### src/common/ni_pkg.sv
// ****************************
// Shared definitions for the NoC network interface
// Widths, flit type and host/link structs
// ****************************
`default_nettype none

package ni_pkg;

  // ****************************
  // Sizes
  // ****************************

  // Host data word
  localparam int FLIT_DATA = 32;
  // Two type bits sit above the data on the link
  localparam int FLIT_TYPE_WIDTH = 2;
  localparam int FLIT_WIDTH = FLIT_DATA + FLIT_TYPE_WIDTH;

  // Virtual channels and their numbering
  localparam int NUM_VC = 3;
  localparam int VC_WIDTH = 2;

  // Entries per input buffer
  localparam int VC_DEPTH = 4;
  // Pointer and occupancy widths for the buffer
  localparam int VC_PTR_WIDTH = $clog2(VC_DEPTH);
  localparam int VC_CNT_WIDTH = $clog2(VC_DEPTH + 1);

  // ****************************
  // Flit format
  // ****************************

  // Position of a flit inside its packet
  typedef enum logic [FLIT_TYPE_WIDTH-1:0] {
    HEAD_FLIT = 2'b00,
    BODY_FLIT = 2'b01,
    TAIL_FLIT = 2'b10
  } flit_type_t;

  // Flit as it travels on the link and through the buffers
  typedef struct packed {
    logic                valid;
    logic [VC_WIDTH-1:0] vc_id;
    flit_type_t          ftype;
    logic [FLIT_DATA-1:0] fdata;
  } flit_t;

  // ****************************
  // Host side
  // ****************************

  // Host send request, one flit per transfer
  typedef struct packed {
    logic                 valid;
    // Marks the first flit of a packet
    logic                 req_new;
    // Marks the last flit of a packet
    logic                 req_last;
    logic [VC_WIDTH-1:0]  vc_id;
    logic [FLIT_DATA-1:0] flit_data;
  } s_pkt_out_req_t;

  typedef struct packed {
    logic ready;
  } s_pkt_out_resp_t;

  // Received flit toward the host, type already removed
  typedef struct packed {
    logic                 valid;
    logic [VC_WIDTH-1:0]  rq_vc;
    logic [FLIT_DATA-1:0] flit_data;
  } s_pkt_in_req_t;

  typedef struct packed {
    logic ready;
  } s_pkt_in_resp_t;

endpackage

`default_nettype wire

### src/source/pkt_proc.sv
// ****************************
// Packet processor of the local port
// Types host flits, strips type from link flits
// ****************************
`timescale 1ns/1ps
`default_nettype none

module pkt_proc (
  // Host send side
  input  ni_pkg::s_pkt_out_req_t  pkt_out_req,
  output ni_pkg::s_pkt_out_resp_t pkt_out_resp,

  // Toward the per-channel input buffers
  output ni_pkg::flit_t           buf_in [ni_pkg::NUM_VC],
  input  logic [ni_pkg::NUM_VC-1:0] buf_in_ready,

  // Link receive side
  input  ni_pkg::flit_t           link_in,
  output logic                    link_in_ready,

  // Host receive side
  output ni_pkg::s_pkt_in_req_t   pkt_in_req,
  input  ni_pkg::s_pkt_in_resp_t  pkt_in_resp
);

  // ****************************
  // Host -> input buffers
  // ****************************

  always_comb begin : to_buffers
    ni_pkg::flit_type_t ftype;

    // New wins over last, anything else is a body flit
    if (pkt_out_req.req_new) begin
      ftype = ni_pkg::HEAD_FLIT;
    end else if (pkt_out_req.req_last) begin
      ftype = ni_pkg::TAIL_FLIT;
    end else begin
      ftype = ni_pkg::BODY_FLIT;
    end

    // Same payload to every buffer, valid only on the addressed one
    for (int v = 0; v < ni_pkg::NUM_VC; v++) begin
      buf_in[v].valid = pkt_out_req.valid && (pkt_out_req.vc_id == ni_pkg::VC_WIDTH'(v));
      buf_in[v].vc_id = pkt_out_req.vc_id;
      buf_in[v].ftype = ftype;
      buf_in[v].fdata = pkt_out_req.flit_data;
    end

    // Ready comes back from the addressed buffer only
    // Channel numbers past NUM_VC never get ready
    pkt_out_resp.ready = 1'b0;
    if (pkt_out_req.vc_id < ni_pkg::VC_WIDTH'(ni_pkg::NUM_VC)) begin
      pkt_out_resp.ready = buf_in_ready[pkt_out_req.vc_id];
    end
  end

  // ****************************
  // Link -> host
  // ****************************

  always_comb begin : to_host
    pkt_in_req.valid = link_in.valid;
    pkt_in_req.rq_vc = link_in.vc_id;
    // Type bits are dropped here
    pkt_in_req.flit_data = link_in.fdata;
    link_in_ready = pkt_in_resp.ready;
  end

endmodule

`default_nettype wire

### src/vc_buffer/vc_buffer.sv
// ****************************
// Virtual-channel input buffer
// Circular FIFO, valid/ready on both sides
// ****************************
`timescale 1ns/1ps
`default_nettype none

module vc_buffer (
  input  logic          clk,
  input  logic          rst,
  // Write side
  input  ni_pkg::flit_t in_flit,
  output logic          in_ready,
  // Read side
  output ni_pkg::flit_t out_flit,
  input  logic          out_ready
);

  // Type and data kept as one link word, channel alongside
  logic [ni_pkg::FLIT_WIDTH-1:0]   mem_word [ni_pkg::VC_DEPTH];
  logic [ni_pkg::VC_WIDTH-1:0]     mem_vc   [ni_pkg::VC_DEPTH];

  logic [ni_pkg::VC_PTR_WIDTH-1:0] wr_ptr;
  logic [ni_pkg::VC_PTR_WIDTH-1:0] rd_ptr;
  logic [ni_pkg::VC_CNT_WIDTH-1:0] count;

  logic full;
  logic empty;
  logic wr_en;
  logic rd_en;

  assign full  = (count == ni_pkg::VC_CNT_WIDTH'(ni_pkg::VC_DEPTH));
  assign empty = (count == '0);

  // A full buffer still takes a flit when it is being read
  assign in_ready = !full || out_ready;
  assign wr_en    = in_flit.valid && in_ready;
  assign rd_en    = !empty && out_ready;

  // Head entry shown straight from storage
  assign out_flit.valid = !empty;
  assign out_flit.vc_id = mem_vc[rd_ptr];
  assign out_flit.ftype = ni_pkg::flit_type_t'(mem_word[rd_ptr][ni_pkg::FLIT_WIDTH-1 -: 2]);
  assign out_flit.fdata = mem_word[rd_ptr][ni_pkg::FLIT_DATA-1:0];

  // Storage
  always_ff @(posedge clk) begin
    if (wr_en) begin
      mem_word[wr_ptr] <= {in_flit.ftype, in_flit.fdata};
      mem_vc[wr_ptr]   <= in_flit.vc_id;
    end
  end

  // Pointers and occupancy
  always_ff @(posedge clk) begin
    if (rst) begin
      wr_ptr <= '0;
      rd_ptr <= '0;
      count  <= '0;
    end else begin
      if (wr_en) begin
        wr_ptr <= (wr_ptr == ni_pkg::VC_PTR_WIDTH'(ni_pkg::VC_DEPTH - 1)) ? '0 : wr_ptr + 1'b1;
      end
      if (rd_en) begin
        rd_ptr <= (rd_ptr == ni_pkg::VC_PTR_WIDTH'(ni_pkg::VC_DEPTH - 1)) ? '0 : rd_ptr + 1'b1;
      end
      // Simultaneous read and write leaves the count alone
      case ({wr_en, rd_en})
        2'b10:   count <= count + 1'b1;
        2'b01:   count <= count - 1'b1;
        default: count <= count;
      endcase
    end
  end

endmodule

`default_nettype wire

### src/source/vc_arbiter.sv
// ****************************
// Virtual-channel arbiter
// Round-robin, packet-atomic drain onto the link
// ****************************
`timescale 1ns/1ps
`default_nettype none

module vc_arbiter (
  input  logic                      clk,
  input  logic                      rst,
  // Heads of the input buffers
  input  ni_pkg::flit_t             req_flit [ni_pkg::NUM_VC],
  output logic [ni_pkg::NUM_VC-1:0] req_ready,
  // Outgoing link
  output ni_pkg::flit_t             link_out,
  input  logic                      link_out_ready
);

  // Next channel to look at first when unlocked
  logic [ni_pkg::VC_WIDTH-1:0] rr_ptr;
  // Channel that owns the link while a packet is open
  logic [ni_pkg::VC_WIDTH-1:0] lock_vc;
  logic                        locked;

  logic [ni_pkg::VC_WIDTH-1:0] grant;
  logic [ni_pkg::VC_WIDTH-1:0] next_ptr;
  logic                        xfer;

  // ****************************
  // Grant selection
  // ****************************

  always_comb begin : pick
    logic [ni_pkg::VC_WIDTH:0] idx;
    logic                      found;

    found = 1'b0;
    grant = rr_ptr;
    // First valid channel at or after the pointer, wrapping
    for (int i = 0; i < ni_pkg::NUM_VC; i++) begin
      idx = {1'b0, rr_ptr} + (ni_pkg::VC_WIDTH + 1)'(i);
      if (idx >= (ni_pkg::VC_WIDTH + 1)'(ni_pkg::NUM_VC)) begin
        idx = idx - (ni_pkg::VC_WIDTH + 1)'(ni_pkg::NUM_VC);
      end
      if (!found && req_flit[idx[ni_pkg::VC_WIDTH-1:0]].valid) begin
        grant = idx[ni_pkg::VC_WIDTH-1:0];
        found = 1'b1;
      end
    end
    // An open packet keeps its channel
    if (locked) begin
      grant = lock_vc;
    end
  end

  // Pointer moves one past the channel just served
  assign next_ptr = (grant == ni_pkg::VC_WIDTH'(ni_pkg::NUM_VC - 1)) ? '0 : grant + 1'b1;

  // Link driven straight from the granted buffer
  assign link_out = req_flit[grant];
  assign xfer     = link_out.valid && link_out_ready;

  always_comb begin : ready_steer
    req_ready        = '0;
    // Only the granted buffer sees the link's ready
    req_ready[grant] = link_out_ready;
  end

  // ****************************
  // Lock and pointer state
  // ****************************

  always_ff @(posedge clk) begin
    if (rst) begin
      locked  <= 1'b0;
      lock_vc <= '0;
      rr_ptr  <= '0;
    end else if (xfer && link_out.ftype == ni_pkg::TAIL_FLIT) begin
      // Packet done, reopen arbitration
      locked <= 1'b0;
      rr_ptr <= next_ptr;
    end else if (link_out.valid && link_out.ftype == ni_pkg::HEAD_FLIT) begin
      // Lock as soon as a head is shown, so a stalled head
      // cannot be replaced by another channel
      locked  <= 1'b1;
      lock_vc <= grant;
    end
  end

endmodule

`default_nettype wire

### src/source/ni_top.sv
// ****************************
// Network interface local port
// Packet processor, VC buffers and link arbiter
// ****************************
`timescale 1ns/1ps
`default_nettype none

module ni_top (
  input  logic                    clk,
  input  logic                    rst,
  // Host
  input  ni_pkg::s_pkt_out_req_t  pkt_out_req,
  output ni_pkg::s_pkt_out_resp_t pkt_out_resp,
  output ni_pkg::s_pkt_in_req_t   pkt_in_req,
  input  ni_pkg::s_pkt_in_resp_t  pkt_in_resp,
  // Link
  input  ni_pkg::flit_t           link_in,
  output logic                    link_in_ready,
  output ni_pkg::flit_t           link_out,
  input  logic                    link_out_ready
);

  // Packet processor to buffers
  ni_pkg::flit_t             buf_in [ni_pkg::NUM_VC];
  logic [ni_pkg::NUM_VC-1:0] buf_in_ready;

  // Buffers to arbiter
  ni_pkg::flit_t             buf_out [ni_pkg::NUM_VC];
  logic [ni_pkg::NUM_VC-1:0] buf_out_ready;

  pkt_proc i_pkt_proc (
    .pkt_out_req   (pkt_out_req),
    .pkt_out_resp  (pkt_out_resp),
    .buf_in        (buf_in),
    .buf_in_ready  (buf_in_ready),
    .link_in       (link_in),
    .link_in_ready (link_in_ready),
    .pkt_in_req    (pkt_in_req),
    .pkt_in_resp   (pkt_in_resp)
  );

  // One input buffer per virtual channel
  for (genvar gv = 0; gv < ni_pkg::NUM_VC; gv++) begin : gen_vc
    vc_buffer i_vc_buffer (
      .clk       (clk),
      .rst       (rst),
      .in_flit   (buf_in[gv]),
      .in_ready  (buf_in_ready[gv]),
      .out_flit  (buf_out[gv]),
      .out_ready (buf_out_ready[gv])
    );
  end

  vc_arbiter i_vc_arbiter (
    .clk            (clk),
    .rst            (rst),
    .req_flit       (buf_out),
    .req_ready      (buf_out_ready),
    .link_out       (link_out),
    .link_out_ready (link_out_ready)
  );

endmodule

`default_nettype wire

### config.mk
export PLATFORM = sky130hd
export DESIGN_NAME = ni_top
export DESIGN_NICKNAME = d
export VERILOG_FILES = /design/src/common/ni_pkg.sv /design/src/source/pkt_proc.sv /design/src/vc_buffer/vc_buffer.sv /design/src/source/vc_arbiter.sv /design/src/source/ni_top.sv
export SDC_FILE = /design/constraint.sdc
export NUM_CORES = 1
export LEC_CHECK = 0
export BUFFER_PORTS_ARGS = -buffer_cell sky130_fd_sc_hd__buf_2
export CORE_ASPECT_RATIO = 0.9
export CORE_MARGIN = 2
export CORE_UTILIZATION = 30
export CTS_BUF_LIST = sky130_fd_sc_hd__clkbuf_16
export CTS_CLUSTER_DIAMETER = 200
export DETAILED_ROUTE_END_ITERATION = 8
export SLEW_MARGIN = 20
export SYNTH_ARGS = -nofsm -noshare
export SYNTH_HDL_FRONTEND = slang
export SYNTH_SLANG_ARGS = --single-unit
### constraint.sdc
create_clock -name clk -period 5.3 [get_ports clk]
set_input_delay 0.265 -clock clk [delete_from_list [all_inputs] [get_ports clk]]
set_output_delay 0.265 -clock clk [all_outputs]
set_load 0.005 [all_outputs]
==> impl_metrics.toml <==
[outcome]
status = "finished clean"

[logic_synthesis]
async_flop_share = 0
syn_nets = 1077
syn_area_um2 = 18600
yosys.area_share.simple = 0.0409
synth_top_family_by_area = "multiplexers"
yosys.area_share.xor_xnor = 0.00283
synth_fa_ha_area_frac = 0.0167
synth-compound-area-share = 0.0405
yosysWarnings = 0
ys_ff_latch = 464
yosys.area.top_type = "edfxtp_1"
yosysSeqAreaShare = 0.734
synth_area_leaders = "edfxtp_1 (70%), mux4_2 (13%), dfxtp_1 (3.5%), nand2_1 (1.5%), buf_4 (1.5%)"
synthDominantCellAreaShare = 0.699
synth_ff_type = "edfxtp_1"
synth_commonest_cells = "edfxtp_1 (432), mux4_2 (106), nand2_1 (76)"
synth.area.mux_share = 0.136
syn_inst = 976
yosysMostFrequentCell = "edfxtp_1"
avgSynthCellArea_um2 = 19.0
synth_edf_count = 432
yosysUniqueCellTypes = 57

[hold_path]
hold_end = "gen_vc[1].i_vc_buffer.mem_word[0][6]"
hold_class = "in2reg"
hold_start = "pkt_out_req[6]"
hold_path_depth = 1

[routing]
drc_errors = 0
drtIter0Drc = 849
via_per_inst = 4.85
num_vias = 9190
drt-pass1-iter-count = 5
detail-route-antenna-nets = 0
post_drt_wl_per_cell_um = 21.2
routed_wl_um = 40300

[sta]
setup_viol = 0
finalHoldViolCount = 0
maxSlewHeadroom = 0.425
skew_ns = 0.0310
slew_viol_final = 0
period_share = 0.874
fin_crit_ns = 4.63
fmax_mhz = 216
worst_pin_slew_ns = 0.859
rsz0062_at_grt = "no"
worst_hold_slack_ns = 0.0274
tns_ns = 0

[clock_tree]
cts_tree = "yes"
clockBufferDepth = 3
clock-sinks = 464
cts_root_buf = "clkbuf_16"
clk_pin_slew_ns = 0.06
clock_latency_ns = 0.59
cts_max_level = 2
cts_buffers = 48

[critical_path]
timing.rr.end = "gen_vc[0].i_vc_buffer.mem_word[3][13]"
rr_worst_depth = 11
r2r-start = "i_vc_arbiter.rr_ptr[1]"
ff2ff_setup_slack_ns = 0.67
endpoint_kind = "register"
worstPathRequired_ns = 5.55
crit_fanout = 27
crit_path_start = "i_vc_arbiter.rr_ptr[1]"
path_class = "reg2reg"
worst-endpoint-arrival_ns = 4.88
critPathLaunchType = "register"

[placed_design]
placed_area_um2 = 19800
dp.cells = 1786
gp_congestion = 0.780
dpl.hpwl_um = 23600
io_buffers = 77

[power_and_ir_drop]
p_leak_uw = 0.00695
peakVddDrop_mv = 0.290
power_density_nw_per_um2 = 432

[finish]
antenna_cells = 0
nNetsFinal = 1164
fillers = 5667
drive_above_1_share = 0.272
final_cells = 1895
finalInstanceArea_um2 = 21500
synthToLayoutAreaGrowth_pct = 15.9

[global_routing]
met2_usage = 0.202
grt-busiest-layer = "met2"
track_usage = 0.127
grt-ovfl-total = 0
met3_usage = 0.0304
grt_pass1_vias = 9362
grt_start_max_net_pins = 37
antenna_found_initial = 4
grt_pass1_wl_um = 60100
grt_util_met1 = 0.177

[run]
maxCapViolations = 0

[floorplanning]
core-area_um2 = 61200
io_pins = 152
rows = 86
fp.dieArea_um2 = 63900
start_util = 0.303
die_h_um = 240
die_x_um = 266
-- stage by stage --
stage | total power, µW | utilization | worst slack [ns]
after floorplan | 5280 | - | 1.43
after global placement | 6240 | 0.324 | 0.863
after detailed placement | 6250 | 0.324 | 0.740
after CTS | 9420 | 0.351 | 0.683
after global routing | 9690 | 0.351 | 0.362
final | 9280 | 0.351 | 0.670
-- state kept, by name, summed over array words and instances, names as in the netlist, named ones only --
register / flops
gen_vc.i_vc_buffer.mem_word: 408
gen_vc.i_vc_buffer.mem_vc: 24
gen_vc.i_vc_buffer.count: 9
gen_vc.i_vc_buffer.rd_ptr: 6
gen_vc.i_vc_buffer.wr_ptr: 6
i_vc_arbiter.lock_vc: 2
i_vc_arbiter.rr_ptr: 2
i_vc_arbiter.locked: 1
-- critical path, cell delays in order (launching register included) --
cell      delay (ns)
dfxtp_1         0.35
inv_1           0.09
ha_1            0.36
nor4b_1         0.44
nand3b_1        0.13
a211oi_1        0.54
o21ba_1         0.28
a21o_1          0.51
a21oi_1         0.20
nor3_1          0.53
and2_2          0.53
buf_12          0.30
-- cells by family (layout without fill, tap and decap cells) --
logic type,Yosys count,in the layout
buffers and inverters,107,234
flip-flops,464,464
multiplexers,119,119
adder cells (fa/ha/maj),23,23
XOR/XNOR,6,6
AND/OR/NAND/NOR,161,161
AO/OA/AOI/OAI,96,96
-- power breakdown --
part | internal (µW) | switching (µW) | leakage (µW)
logic | 741 | 1260 | 0.00199
clock network | 1800 | 1360 | 0.000788
registers | 4060 | 67.8 | 0.00417
-- per-layer routing --
layer / share of wire / vias up
met1: 0.45 / 4806
met3: 0.063 / 67
met5: 0.0011 / -
met2: 0.47 / 248
met4: 0.016 / 8
li1: - / 4061
-- timing repair --
item	4_1_cts	5_1_grt
resized for setup	0	0
buffers inserted	0	0
hold buffers	19	0
hold endpoints to repair	206	0
-- worst max-delay path by stage --
stage / to / slack (ns) / cells after the start
floorplan: gen_vc[0].i_vc_buffer.mem_vc[3][0] / 1.43 / 12
global placement: gen_vc[0].i_vc_buffer.count[2] / 0.86 / 16
detailed placement: gen_vc[0].i_vc_buffer.count[2] / 0.74 / 16
CTS: gen_vc[0].i_vc_buffer.mem_word[2][13] / 0.68 / 11
global route: gen_vc[0].i_vc_buffer.count[2] / 0.36 / 16
finish: gen_vc[0].i_vc_buffer.mem_word[3][13] / 0.67 / 11
-- area by class of cell --
type,instances,area (µm²),share of cell area
inverter,28,105,0.00489
sequential,464,13600,0.633
clock inverter,40,229,0.0106
clock buffer,50,1250,0.0582
timing repair buffer,116,888,0.0413
tap,792,991,0.0461
multi-input combinational,405,4430,0.206
-- cell usage in the layout (no fill, tap or decap), types with 8 or more instances in the layout --
| cell | netlist | layout |
|---|---|---|
| dfxtp_1 | 32 | 26 |
| clkbuf_16 | 0 | 50 |
| or3_1 | 8 | 8 |
| nand2_1 | 76 | 76 |
| nor2_1 | 26 | 26 |
| a22oi_1 | 36 | 36 |
| mux2i_1 | 9 | 9 |
| ha_1 | 20 | 20 |
| nor3_1 | 8 | 8 |
| mux4_2 | 106 | 106 |
| edfxtp_1 | 432 | 432 |
| clkinv_1 | 0 | 13 |
| dlygate4sd3_1 | 0 | 19 |
| buf_12 | 0 | 13 |
| buf_2 | 4 | 77 |
| and2_2 | 0 | 12 |
| a21oi_1 | 16 | 16 |
| inv_1 | 27 | 43 |
No activity file was read; power rests on OpenSTA's default activity.
